`src/rtl/bridge_pkg.sv`:
```
package bridge_pkg;

    // Frame framing and CRC constants
    localparam logic [7:0] SOF_HOST_TO_DEVICE = 8'hA5;
    localparam logic [7:0] CRC8_POLY          = 8'h07;
    localparam int         MAX_DATA_BYTES     = 64;

    typedef logic [5:0] idx_t;   // Payload buffer index
    typedef logic [6:0] count_t; // Wide enough to hold 64

    typedef enum logic [7:0] {
        STATUS_OK      = 8'h00,
        STATUS_CRC_ERR = 8'h01,
        STATUS_CMD_INV = 8'h02,  // Reserved size field
        STATUS_TIMEOUT = 8'h04   // Mid-frame idle
    } status_t;

    typedef enum logic [1:0] {
        SIZE_8    = 2'b00,
        SIZE_16   = 2'b01,
        SIZE_32   = 2'b10,
        SIZE_RSVD = 2'b11
    } xfer_size_t;

    // Command byte as sent on the wire, rw in bit 7
    typedef struct packed {
        logic       rw;   // 1 = read
        logic       inc;
        xfer_size_t size;
        logic [3:0] len;  // Beats minus one
    } cmd_t;

    typedef struct packed {
        logic       valid;
        logic [7:0] data;
    } rx_byte_t;

    typedef struct packed {
        logic       we;
        idx_t       idx;
        logic [7:0] data;
    } data_wr_t;

    typedef struct packed {
        logic        valid;
        status_t     status;
        cmd_t        cmd;
        logic [31:0] addr;
        count_t      count;
    } frame_done_t;

endpackage

```
`src/rtl/crc8_engine.sv`:
```
`timescale 1ns/1ps

module crc8_engine (
    input  logic       clk,
    input  logic       rst,
    input  logic       crc_clear,
    input  logic       crc_update,
    input  logic [7:0] data,
    output logic [7:0] crc
);

    logic [7:0] crc_next;

    // Eight MSB-first shift steps per byte
    always_comb begin
        crc_next = crc ^ data;
        for (int i = 0; i < 8; i++) begin
            if (crc_next[7]) begin
                crc_next = {crc_next[6:0], 1'b0} ^ bridge_pkg::CRC8_POLY;
            end else begin
                crc_next = {crc_next[6:0], 1'b0};
            end
        end
    end

    always_ff @(posedge clk) begin
        if (rst || crc_clear) begin
            crc <= 8'h00;  // Init value
        end else if (crc_update) begin
            crc <= crc_next;
        end
    end

endmodule

```
`src/rtl/frame_parser_top.sv`:
```
`timescale 1ns/1ps

module frame_parser_top #(
    parameter int CLK_FREQ_HZ        = 125_000_000,
    parameter int BAUD_RATE          = 115_200,
    parameter int TIMEOUT_BYTE_TIMES = 10
) (
    input  logic                clk,
    input  logic                rst,
    input  logic [7:0]          rx_fifo_data,
    input  logic                rx_fifo_empty,
    output logic                rx_fifo_rd_en,
    input  logic                frame_consumed,
    input  bridge_pkg::idx_t    data_rd_idx,
    output logic                frame_valid,
    output logic                frame_error,
    output bridge_pkg::status_t error_status,
    output bridge_pkg::cmd_t    cmd,
    output logic [31:0]         addr,
    output bridge_pkg::count_t  data_count,
    output logic [7:0]          data_rd_byte,
    output logic                parser_busy
);

    // One UART byte is ten bit times
    localparam int BYTE_TIME_CLOCKS = CLK_FREQ_HZ / (BAUD_RATE / 10);
    localparam int TIMEOUT_CLOCKS   = BYTE_TIME_CLOCKS * TIMEOUT_BYTE_TIMES;

    bridge_pkg::rx_byte_t    rx_byte;
    bridge_pkg::data_wr_t    data_wr;
    bridge_pkg::frame_done_t done;
    logic                    timeout;
    logic                    in_frame;
    logic                    result_held;
    logic                    crc_clear;
    logic                    crc_update;
    logic [7:0]              crc_data;
    logic [7:0]              crc;

    rx_byte_reader #(
        .TIMEOUT_CLOCKS(TIMEOUT_CLOCKS)
    ) u_reader (
        .clk          (clk),
        .rst          (rst),
        .rx_fifo_data (rx_fifo_data),
        .rx_fifo_empty(rx_fifo_empty),
        .in_frame     (in_frame),
        .result_held  (result_held),
        .rx_fifo_rd_en(rx_fifo_rd_en),
        .rx_byte      (rx_byte),
        .timeout      (timeout),
        .parser_busy  (parser_busy)
    );

    crc8_engine u_crc (
        .clk       (clk),
        .rst       (rst),
        .crc_clear (crc_clear),
        .crc_update(crc_update),
        .data      (crc_data),
        .crc       (crc)
    );

    frame_sequencer u_seq (
        .clk       (clk),
        .rst       (rst),
        .rx_byte   (rx_byte),
        .timeout   (timeout),
        .crc       (crc),
        .in_frame  (in_frame),
        .crc_clear (crc_clear),
        .crc_update(crc_update),
        .crc_data  (crc_data),
        .data_wr   (data_wr),
        .done      (done)
    );

    frame_store u_store (
        .clk           (clk),
        .rst           (rst),
        .data_wr       (data_wr),
        .done          (done),
        .frame_consumed(frame_consumed),
        .data_rd_idx   (data_rd_idx),
        .result_held   (result_held),
        .frame_valid   (frame_valid),
        .frame_error   (frame_error),
        .error_status  (error_status),
        .cmd           (cmd),
        .addr          (addr),
        .data_count    (data_count),
        .data_rd_byte  (data_rd_byte)
    );

endmodule

```
`src/rtl/frame_sequencer.sv`:
```
`timescale 1ns/1ps

module frame_sequencer (
    input  logic                    clk,
    input  logic                    rst,
    input  bridge_pkg::rx_byte_t    rx_byte,
    input  logic                    timeout,
    input  logic [7:0]              crc,
    output logic                    in_frame,
    output logic                    crc_clear,
    output logic                    crc_update,
    output logic [7:0]              crc_data,
    output bridge_pkg::data_wr_t    data_wr,
    output bridge_pkg::frame_done_t done
);

    typedef enum logic [2:0] {
        IDLE,
        CMD,
        ADDR0,
        ADDR1,
        ADDR2,
        ADDR3,
        DATA,
        CRC
    } state_t;

    state_t              state;
    bridge_pkg::cmd_t    cmd_q;
    logic [31:0]         addr_q;
    bridge_pkg::count_t  byte_cnt;   // Payload bytes taken so far
    bridge_pkg::count_t  len_plus1;
    bridge_pkg::count_t  payload_len;
    logic                is_sof;

    assign len_plus1 = bridge_pkg::count_t'(cmd_q.len) + 1'b1;

    always_comb begin
        case (cmd_q.size)
            bridge_pkg::SIZE_8:  payload_len = len_plus1;
            bridge_pkg::SIZE_16: payload_len = len_plus1 << 1;
            bridge_pkg::SIZE_32: payload_len = len_plus1 << 2;
            default:             payload_len = '0;  // Reserved size has no data
        endcase
    end

    assign is_sof   = rx_byte.data == bridge_pkg::SOF_HOST_TO_DEVICE;
    assign in_frame = state != IDLE;

    // SOF and CRC bytes stay out of the checksum
    assign crc_clear  = rx_byte.valid && state == IDLE && is_sof;
    assign crc_update = rx_byte.valid && state != IDLE && state != CRC;
    assign crc_data   = rx_byte.data;

    assign data_wr.we   = rx_byte.valid && state == DATA;
    assign data_wr.idx  = byte_cnt[5:0];
    assign data_wr.data = rx_byte.data;

    always_comb begin
        done.valid = timeout || (rx_byte.valid && state == CRC);
        done.cmd   = cmd_q;
        done.addr  = addr_q;
        done.count = byte_cnt;
        if (timeout) begin
            done.status = bridge_pkg::STATUS_TIMEOUT;
        end else if (cmd_q.size == bridge_pkg::SIZE_RSVD) begin
            done.status = bridge_pkg::STATUS_CMD_INV;  // Wins over a bad CRC
        end else if (rx_byte.data != crc) begin
            done.status = bridge_pkg::STATUS_CRC_ERR;
        end else begin
            done.status = bridge_pkg::STATUS_OK;
        end
    end

    always_ff @(posedge clk) begin
        if (rst) begin
            state    <= IDLE;
            byte_cnt <= '0;
        end else if (timeout) begin
            state <= IDLE;
        end else if (rx_byte.valid) begin
            case (state)
                IDLE: begin
                    if (is_sof) begin
                        state    <= CMD;
                        byte_cnt <= '0;
                    end
                end
                CMD:   state <= ADDR0;
                ADDR0: state <= ADDR1;
                ADDR1: state <= ADDR2;
                ADDR2: state <= ADDR3;
                ADDR3: begin
                    if (!cmd_q.rw && payload_len != '0) begin
                        state <= DATA;
                    end else begin
                        state <= CRC;  // Read or empty write
                    end
                end
                DATA: begin
                    byte_cnt <= byte_cnt + 1'b1;
                    if (byte_cnt == payload_len - 1'b1) begin
                        state <= CRC;
                    end
                end
                default: state <= IDLE;  // CRC byte closes the frame
            endcase
        end
    end

    // Field capture, little-endian address
    always_ff @(posedge clk) begin
        if (rx_byte.valid) begin
            case (state)
                CMD:     cmd_q        <= bridge_pkg::cmd_t'(rx_byte.data);
                ADDR0:   addr_q[7:0]   <= rx_byte.data;
                ADDR1:   addr_q[15:8]  <= rx_byte.data;
                ADDR2:   addr_q[23:16] <= rx_byte.data;
                ADDR3:   addr_q[31:24] <= rx_byte.data;
                default: ;
            endcase
        end
    end

endmodule

```
`src/rtl/frame_store.sv`:
```
`timescale 1ns/1ps

module frame_store (
    input  logic                    clk,
    input  logic                    rst,
    input  bridge_pkg::data_wr_t    data_wr,
    input  bridge_pkg::frame_done_t done,
    input  logic                    frame_consumed,
    input  bridge_pkg::idx_t        data_rd_idx,
    output logic                    result_held,
    output logic                    frame_valid,
    output logic                    frame_error,
    output bridge_pkg::status_t     error_status,
    output bridge_pkg::cmd_t        cmd,
    output logic [31:0]             addr,
    output bridge_pkg::count_t      data_count,
    output logic [7:0]              data_rd_byte
);

    logic [7:0] data_mem [bridge_pkg::MAX_DATA_BYTES];

    always_ff @(posedge clk) begin
        if (data_wr.we) begin
            data_mem[data_wr.idx] <= data_wr.data;
        end
    end

    assign data_rd_byte = data_mem[data_rd_idx];

    // Held flag; the reader stalls while it is set, so done cannot collide
    always_ff @(posedge clk) begin
        if (rst) begin
            result_held <= 1'b0;
        end else if (done.valid) begin
            result_held <= 1'b1;
        end else if (frame_consumed) begin
            result_held <= 1'b0;
        end
    end

    // Result fields
    always_ff @(posedge clk) begin
        if (done.valid) begin
            error_status <= done.status;
            cmd          <= done.cmd;
            addr         <= done.addr;
            data_count   <= done.count;
        end
    end

    assign frame_valid = result_held && error_status == bridge_pkg::STATUS_OK;
    assign frame_error = result_held && error_status != bridge_pkg::STATUS_OK;

endmodule

```
`src/rtl/rx_byte_reader.sv`:
```
`timescale 1ns/1ps

module rx_byte_reader #(
    parameter int TIMEOUT_CLOCKS = 1000
) (
    input  logic                 clk,
    input  logic                 rst,
    input  logic [7:0]           rx_fifo_data,
    input  logic                 rx_fifo_empty,
    input  logic                 in_frame,
    input  logic                 result_held,
    output logic                 rx_fifo_rd_en,
    output bridge_pkg::rx_byte_t rx_byte,
    output logic                 timeout,
    output logic                 parser_busy
);

    localparam int CNT_W = $clog2(TIMEOUT_CLOCKS + 1);

    logic [CNT_W-1:0] idle_cnt;

    // Pop as soon as a byte is there, unless the last result is still unread
    assign rx_fifo_rd_en = !rx_fifo_empty && !result_held;

    assign rx_byte.valid = rx_fifo_rd_en;
    assign rx_byte.data  = rx_fifo_data;

    // Fires in the last idle cycle of the window, never together with a pop
    assign timeout = in_frame && !rx_fifo_rd_en &&
                     (idle_cnt == CNT_W'(TIMEOUT_CLOCKS - 1));

    assign parser_busy = in_frame || result_held;

    always_ff @(posedge clk) begin
        if (rst) begin
            idle_cnt <= '0;
        end else if (!in_frame || rx_fifo_rd_en || timeout) begin
            idle_cnt <= '0;  // Watchdog disarmed or rearmed
        end else begin
            idle_cnt <= idle_cnt + 1'b1;
        end
    end

endmodule

```
`config.mk`:
```
export PLATFORM = sky130hd
export DESIGN_NAME = frame_parser_top
export DESIGN_NICKNAME = d
export VERILOG_FILES = /design/src/rtl/bridge_pkg.sv /design/src/rtl/crc8_engine.sv /design/src/rtl/frame_parser_top.sv /design/src/rtl/frame_sequencer.sv /design/src/rtl/frame_store.sv /design/src/rtl/rx_byte_reader.sv
export SDC_FILE = /design/constraint.sdc
export NUM_CORES = 1
export LEC_CHECK = 0
export BUFFER_PORTS_ARGS = -buffer_cell sky130_fd_sc_hd__buf_2
export CAP_MARGIN = 25
export CORE_UTILIZATION = 60
export CTS_CLUSTER_DIAMETER = 50
export CTS_CLUSTER_SIZE = 30
export DETAILED_ROUTE_END_ITERATION = 7
export HOLD_SLACK_MARGIN = 0.05
export PLACE_DENSITY = 0.85
export RECOVER_POWER = 25
export SYNTH_ARGS = -nofsm -noshare
export SYNTH_HDL_FRONTEND = slang
export SYNTH_HIERARCHICAL = 1
export SYNTH_SLANG_ARGS = --single-unit
```
`constraint.sdc`:
```
create_clock -name clk -period 10.7 [get_ports clk]
set_input_delay 1.07 -clock clk [delete_from_list [all_inputs] [get_ports clk]]
set_output_delay 1.07 -clock clk [all_outputs]
set_load 0.02 [all_outputs]
```
=== Word level (Yosys, flattened, before mapping) ===
Memory sizes are Yosys's and may differ from the RTL's.
Cells that the tools add are included.

* Add/sub/neg operators: 4
* Eq/ne operators: 17
* Mux-type cells: 21
* Bitwise operators: 10
* Reduce and logical (&&, ||, !) cells: 40

{| class="wikitable"
|+ Operators by type and width
! cell !! number
|-
| 3-bit 2-to-1 mux || 11
|-
| 3-bit inverter || 8
|-
| 3-bit case mux with 7 select lines || 1
|-
| 7-bit case mux with 3 select lines || 1
|-
| 17-bit by 1-bit adder with 17-bit output (second input constant) || 1
|-
| 17-bit == test (second input constant) || 1
|-
| 7-bit case mux with 2 select lines || 1
|-
| 3-bit == test (second input constant) || 4
|-
| 1-bit logical AND || 12
|-
| 2-bit AND reduction || 5
|-
| 8-bit == test (second input constant) || 1
|-
| 8-bit logical NOT || 1
|-
| 8-bit inequality test || 1
|-
| 8-bit nonzero test || 1
|-
| 8-bit XOR || 1
|-
| 7-bit by 1-bit adder with 7-bit output (second input constant) || 1
|-
| 7-bit == test || 1
|-
| 7-bit 2-to-1 mux || 1
|-
| 7-bit nonzero test || 1
|-
| 7-bit by 1-bit subtractor with 7-bit output (second input constant) || 1
|-
| 3-bit by 2-bit == test with 1-bit output (second input constant) || 2
|-
| 1-bit 2-to-1 mux || 6
|-
| 2-bit OR reduction || 3
|-
| 4-bit by 1-bit adder with 5-bit output (second input constant) || 1
|-
| 15 further kinds || 25
|}

* Bits in registers: 131
* Memory bits (writable): 512
* Input bits: 18
* Output and inout port bits: 67
* Logic and storage cells: 114
* Memories: 1

{| class="wikitable"
|+ Memory list
! memory !! words !! bits a word !! rd ports !! clocked after memory_dff !! write ports !! line !! text
|-
| u_store.data_mem || 64 || 8 || 1 || 0 || 1 || frame_store.sv:20 || <nowiki>logic [7:0] data_mem [bridge_pkg::MAX_DATA_BYTES];</nowiki>
|}

=== Depth between registers and ports, before layout ===
Gate-level depths: netlist (run 1).

* Word-level depth: 17
* Mapped depth: 11

=== Cells and area by module ===
Netlist (run 1), hierarchy kept.

{| class="wikitable"
|+ Modules (own cells, without submodules)
! module !! times used !! cells each !! area each (um2)
|-
| frame_store || 1 || 982 || 21,658.3
|-
| frame_sequencer || 1 || 206 || 2,481.1
|-
| rx_byte_reader || 1 || 100 || 859.6
|-
| crc8_engine || 1 || 52 || 576.8
|}

=== Worst setup path after synthesis (run 1) ===
Ideal clock, no wire load.

* Path kind: input to register
* From: in rx_fifo_empty
* To: reg u_store.addr[0], enable pin
* Setup time: 481 ps
* Data arrival time: 4,344 ps
* Required time: 10,219 ps
* Slack: 5,875 ps
* Stages: 4
* Path through: nor2_1 > buf_4 > nand2_1 > o21bai_1

{| class="wikitable"
|+ RTL lines
! what !! line !! text
|-
| from (decl) || frame_parser_top.sv:11 || <nowiki>input logic rx_fifo_empty,</nowiki>
|-
| to (signal assigned) || frame_store.sv:46 || <nowiki>addr <= done.addr;</nowiki>
|-
| to (decl) || frame_store.sv:15 || <nowiki>output logic [31:0] addr,</nowiki>
|}

=== Worst setup path in the final report (run 1) ===
* From: in data_rd_idx[1]
* To: out data_rd_byte[1]

* Longest elaborated chain between the ends: 1

{| class="wikitable"
|+ RTL lines
! what !! line !! text
|-
| from (decl) || frame_parser_top.sv:14 || <nowiki>input bridge_pkg::idx_t data_rd_idx,</nowiki>
|-
| memory read 64 x 8 bit || -- ||
|-
| to (decl) || frame_parser_top.sv:21 || <nowiki>output logic [7:0] data_rd_byte,</nowiki>
|}

Every way passes these cells.

==> flow_metrics.py, run 1 <==
metrics = {
    "timing": {
        "worst_pin_slew_ns": 3.31,
        "max_freq_mhz": 192,
        "setup_viol": 0,
        "final_hold_viol_count": 0,
        "slew_headroom": -1.21,
        "timing.final.ws_setup_ns": 5.49,
        "report.final.slew_viol_count": 515,
        "post-route-period-util": 0.487,
        "grt_setup_unrepaired": "false",
        "fin_worst_skew_ns": 0.0412,
        "period_minus_slack_ns": 5.21,
        "setup_tns_ns": 0,
    },
    "worst_setup_path": {
        "crit_required_ns": 9.63,
        "path_delay_family": "buffers and inverters",
        "cpMaxStageDelayCell": "a2111oi_0",
        "crit_arrival_ns": 4.14,
        "critPathBufInv": 3,
        "startpoint_type": "input pin",
        "worst-path-max-fanout": 62,
        "crit_top_cell": "buf_4",
        "worst_setup_path_end_kind": "primary output",
        "worstPathCellList": "buf_4 > buf_4 > mux4_2 > mux2i_1 > a2111oi_0 > a22o_1 > buf_2",
        "critPathKind": "in -> out",
        "max_stage_delay_ns": 0.72,
    },
    "power": {
        "max-vdd-ir-drop_mv": 0.132,
        "p_per_area_nw_per_um2": 171,
        "leakage_nw": 8.72,
    },
    "finish": {
        "regArea_um2": 18900,
        "fillers": 2579,
        "final_core_util": 0.659,
        "n_antenna_cell": 0,
        "final_common_cell": "edfxtp_1",
        "fin_area_um2": 27700,
        "drive_gt1_frac": 0.226,
        "multi_input_area_um2": 5990,
        "finalNetCount": 1420,
        "area_growth_pct": 8.38,
        "final_cell_mix": "edfxtp_1, mux4_2, nor2_1, buf_2, clkbuf_16",
    },
    "placement": {
        "gp_congestion": 0.805,
        "dpl_cell_area_um2": 26200,
        "hpwl_um": 30700,
        "place_ws_ns": 5.53,
        "port_buffers": 84,
    },
    "cts": {
        "cts_tree": "yes",
        "clockRootBuffer": "clkbuf_16",
        "clk_pin_slew_worst_paths_ns": 0.08,
        "cts_buffers": 43,
        "cts.path.max_buffers": 3,
        "clock_sinks": 643,
        "htree_levels": 2,
        "postCtsResizedCells": 0,
        "cts_setup_buffers": 0,
        "clk_latency_ns": 0.58,
        "postCtsHoldBufs": 0,
    },
    "run": {
        "drv_cap": 7,
    },
    "synthesis": {
        "syn_area_um2": 25600,
        "synth_top_cell_by_area": "edfxtp_1",
        "synth.area.top_cells": "edfxtp_1, mux4_2, dfxtp_1",
        "postSynthAreaPerCell_um2": 19.1,
        "synthArstFlopShare": 0,
        "seq_area_frac_synth": 0.741,
        "synth_cell_types": 69,
        "yosysTopAreaCellShare": 0.713,
        "synth_seq_cells": 643,
        "yosysWarningCount": 6,
        "synth_cells": 1340,
        "synth_ff_type": "edfxtp_1",
        "synth_edf_count": 607,
    },
    "detailed_routing": {
        "drt_pass1_iterations": 6,
        "drt_iter0_markers": 1472,
        "drc": 0,
        "wl_per_cell_um": 27.0,
        "vias_per_cell": 6.62,
        "dr_total_vias": 13036,
        "totalWireLength_um": 53300,
        "ant_nets": 0,
    },
    "grt": {
        "antenna_found_initial": 2,
        "grt_max_degree": 75,
        "overflow": 0,
        "grt_pass1_vias": 13032,
        "grt_first_pass_wirelength_um": 79700,
        "grt.total_usage": 0.249,
    },
    "floorplan": {
        "coreArea_um2": 42000,
        "initial_core_util": 0.608,
        "ios": 85,
        "fp-row-count": 75,
        "die_h_um": 208,
        "die_w_um": 208,
        "die_area_um2": 43500,
    },
    "outcome": {
        "outcome": "finished with violations",
        "violations": "capacitance limit, slew limit",
    },
    "min_path": {
        "min_path_type": "reg -> reg",
    },
}
[synth_stat cells (11+ instances only)]
master and count:
clkbuf_1 17, mux4_2 124, o221ai_1 13, nand3_1 18, o21ai_0 16, xnor2_1 26
nor3_1 13, mux2i_1 25, buf_6 13, dfxtp_1 36, xor2_1 21, edfxtp_1 607
a21oi_1 19, nand2_1 25, or3_1 11, buf_2 20, buf_4 40, o22ai_1 16
nand2b_1 11, nor2_1 109
[worst reg2reg max path: stages (launching register included)]
cell,delay (ns)
dfxtp_1,0.36
nor2_1,0.39
nand2b_1,0.18
nor2_1,0.42
nor2b_1,0.36
nand2_1,0.41
nor2_1,1.00
[where the power goes]
part / switching, mW / internal (mW) / total, mW
Clock: 0.915 / 0.860 / 1.77
Sequential: 0.00112 / 2.75 / 2.75
Combinational: 0.127 / 0.0773 / 0.205
[logic make-up (layout without fill, tap and decap cells)]
kind of cell,after synthesis,count (layout),share of synthesized area
AOI/OAI and AO/OA,125,125,0.0345
xor gates and xnor gates,57,57,0.0245
adders and majority gates,4,4,0.00196
buffers and inverters,101,188,0.0259
DFF,643,643,0.741
muxes,157,157,0.122
other,1,5,0.000147
and+or+nand+nor,252,252,0.0496
[metal layers]
layer | track usage | wire, um
met5 | 0 | 30
met4 | 0.0843 | 1590
met3 | 0.0521 | 5210
met2 | 0.417 | 26900
met1 | 0.327 | 19500
[sequential cells by signal (all words and copies together), names as in the netlist]
name and count:
u_store/data_mem 512, u_seq/addr_q 32, u_store/addr 32, u_reader/idle_cnt 17
u_crc/crc 8, u_seq/done 8, u_store/cmd 8, u_store/error_status 8
u_seq/byte_cnt 7, u_store/data_count 7, u_seq/state 3, u_store/result_held 1
[final timing paths]
path                                           from                      end  slack (ns)  cells past startpoint
worst max-delay path                 data_rd_idx[1]          data_rd_byte[1]        5.49                      7
worst min-delay path               u_seq/addr_q[18]         u_store/addr[18]        0.42                      0
worst max register to register  u_store/result_held  u_store/data_mem[24][4]        7.21                      6
worst min register to register     u_seq/addr_q[18]         u_store/addr[18]        0.42                      0
[per-stage QoR]
step	instances	hold WS [ns]	power, mW
floorplan	1344	0.400	2.95
global placement	1886	0.403	3.00
detailed placement	1891	0.405	3.00
CTS	1969	0.421	4.74
global route	1970	0.426	4.85
finish	1970	0.419	4.73
[final cells by class]
class	instances	share of cell area
clock buffer	48	0.0410
clock inverter	30	0.0142
inverter	6	0.000813
multi-input combinational	600	0.216
sequential	643	0.684
tap	539	0.0243
timing repair buffer	104	0.0198
Note: power is estimated with default switching activity, not from simulation.
==> run 2, diff against run 1 <==
--- a/config.mk
+++ b/config.mk
@@ -7,12 +7,12 @@
 export LEC_CHECK = 0
 export BUFFER_PORTS_ARGS = -buffer_cell sky130_fd_sc_hd__buf_2
 export CAP_MARGIN = 25
-export CORE_UTILIZATION = 60
+export CORE_UTILIZATION = 56
 export CTS_CLUSTER_DIAMETER = 50
 export CTS_CLUSTER_SIZE = 30
 export DETAILED_ROUTE_END_ITERATION = 7
 export HOLD_SLACK_MARGIN = 0.05
-export PLACE_DENSITY = 0.85
+export PLACE_DENSITY = 0.84
 export RECOVER_POWER = 25
 export SYNTH_ARGS = -nofsm -noshare
 export SYNTH_HDL_FRONTEND = slang
==> constraint.sdc (replaced) <==
create_clock -name clk -period 4.2 [get_ports clk]
set_input_delay 0.42 -clock clk [delete_from_list [all_inputs] [get_ports clk]]
set_output_delay 0.42 -clock clk [all_outputs]
set_load 0.02 [all_outputs]
==> flow_metrics.py, run 2 (same netlist as run 1, synthesis figures left out) <==
metrics = {
    "finish": {
        "largest_register_ffs": 512,
        "top_regs": "u_store/data_mem: 512 flops, u_seq/addr_q: 32 flops, u_store/addr: 32 flops",
        "fillers": 2891,
        "n_antenna_cell": 0,
        "final_common_cell": "edfxtp_1",
        "drive_gt1_frac": 0.244,
        "regArea_um2": 18900,
        "instances_no_fill": 2063,
        "multi_input_area_um2": 5990,
        "area_growth_pct": 9.98,
        "finalNetCount": 1459,
        "final_cell_mix": "edfxtp_1, mux4_2, nor2_1, buf_2, buf_4",
        "regMostFlops": "u_store/data_mem",
    },
    "cts": {
        "htree_levels": 2,
        "cts_buffers": 43,
        "clock_sinks": 643,
        "cts_tree": "yes",
        "cts_setup_buffers": 0,
        "clockRootBuffer": "clkbuf_16",
        "cts.path.max_buffers": 3,
        "postCtsResizedCells": 0,
        "clk_pin_slew_worst_paths_ns": 0.09,
        "clk_latency_ns": 0.60,
    },
    "grt": {
        "antenna_found_initial": 0,
        "overflow": 0,
        "grt_pass1_vias": 12859,
        "grt_max_degree": 73,
        "grt.total_usage": 0.233,
        "grt_first_pass_wirelength_um": 80200,
    },
    "timing": {
        "period_minus_slack_ns": 3.56,
        "final_hold_viol_count": 0,
        "setup_tns_ns": 0,
        "report.final.slew_viol_count": 252,
        "post-route-period-util": 0.848,
        "fin_worst_skew_ns": 0.0227,
        "slew_headroom": -1.24,
        "grt_setup_unrepaired": "false",
        "max_freq_mhz": 281,
        "setup_viol": 0,
        "worst_pin_slew_ns": 3.36,
    },
    "outcome": {
        "outcome": "finished with violations",
        "violations": "capacitance limit, slew limit",
    },
    "placement": {
        "port_buffers": 84,
        "hpwl_um": 32700,
        "place_inst": 1980,
        "gp_congestion": 0.828,
    },
    "detailed_routing": {
        "dr_total_vias": 12951,
        "wl_met1_um": 20100,
        "wl_per_cell_um": 25.8,
        "drc": 0,
        "top_layer": "met4",
        "wl_met3_um": 4530,
        "totalWireLength_um": 53200,
        "dr_wl_met2_um": 27100,
        "drt_pass1_iterations": 6,
        "ant_nets": 0,
        "vias_per_cell": 6.28,
        "drt_iter0_markers": 1556,
    },
    "power": {
        "seq_power_share": 0.581,
        "p_per_area_nw_per_um2": 428,
        "leakage_nw": 8.95,
        "total_power_mw": 12.0,
        "max-vdd-ir-drop_mv": 0.333,
        "swShare": 0.226,
        "internal_power_mw": 9.33,
        "comb_power_share": 0.045,
        "net-switching-power_mw": 2.72,
        "p_clk_frac": 0.375,
    },
    "floorplan": {
        "fp-row-count": 77,
        "die_w_um": 216,
        "coreArea_um2": 44600,
        "die_area_um2": 46500,
        "initial_core_util": 0.573,
        "die_h_um": 216,
        "ios": 85,
    },
    "worst_setup_path": {
        "crit_arrival_ns": 4.09,
        "critPathKind": "in -> reg",
        "worst_setup_path_end_kind": "flop",
        "startpoint_type": "input pin",
        "crit_required_ns": 4.73,
        "worst-path-max-fanout": 72,
    },
    "min_path": {
        "min_path_type": "in -> reg",
    },
    "run": {
        "drv_cap": 4,
    },
}
run 2: final cells by class:
class,count,area share
clock buffer,45,0.0385
clock inverter,34,0.0157
inverter,6,0.000801
multi-input combinational,600,0.213
sequential,643,0.674
tap,592,0.0263
timing repair buffer,143,0.0321
run 2: worst paths after layout:
| kind | cells after the start | from | slack, ns | end |
|---|---|---|---|---|
| worst max-delay path | 6 | rx_fifo_data[3] | 0.64 | u_crc/crc[5] |
| worst min-delay path | 4 | frame_consumed | 0.12 | u_store/result_held |
| worst max register to register | 5 | u_seq/state[2] | 1.06 | u_store/data_mem[16][0] |
| worst min register to register | 0 | u_seq/addr_q[12] | 0.42 | u_store/addr[12] |
run 2: routing by layer:
metal  global-route usage  vias up
met5                    0        -
met4               0.0728        0
met3               0.0417      103
met2                0.390      658
met1                0.313     6634
li1                     -     5556
run 2: power groups by stage:
stage	registers (mW)	logic, mW	clock network, mW
floorplan	7.13	0.388	0
global placement	7.14	0.518	0
detailed placement	7.14	0.537	0
CTS	6.99	0.539	4.59
global route	7.00	0.569	4.81
finish	7.00	0.537	4.51
run 2: critical path, cell delays in order:
cell and delay (ns):
buf_2 0.11, clkbuf_1 2.35, xnor2_1 0.39, xnor3_1 0.34
or3_1 0.33, a21oi_1 0.14
run 2: per-stage QoR:
| stage | hold slack [ns] | cell area (um^2) | setup WS [ns] | util |
|---|---|---|---|---|
| 2_1_floorplan | 0.400 | 25600 | 0.0254 | - |
| 5_1_grt | 0.131 | 28100 | 0.341 | 0.631 |
| 3_3_place_gp | 0.402 | 26600 | 0.526 | 0.596 |
| 6_report | 0.124 | 28100 | 0.639 | 0.631 |
| 4_1_cts | 0.0973 | 28100 | 0.556 | 0.630 |
| 3_5_place_dp | 0.405 | 26600 | 0.649 | 0.596 |
run 2: what timing repair did:
item / 4_1_cts / 5_1_grt
setup endpoints to repair: 0 / 0
endpoints found under the hold margin: 1 / 0
hold buffers: 1 / 0
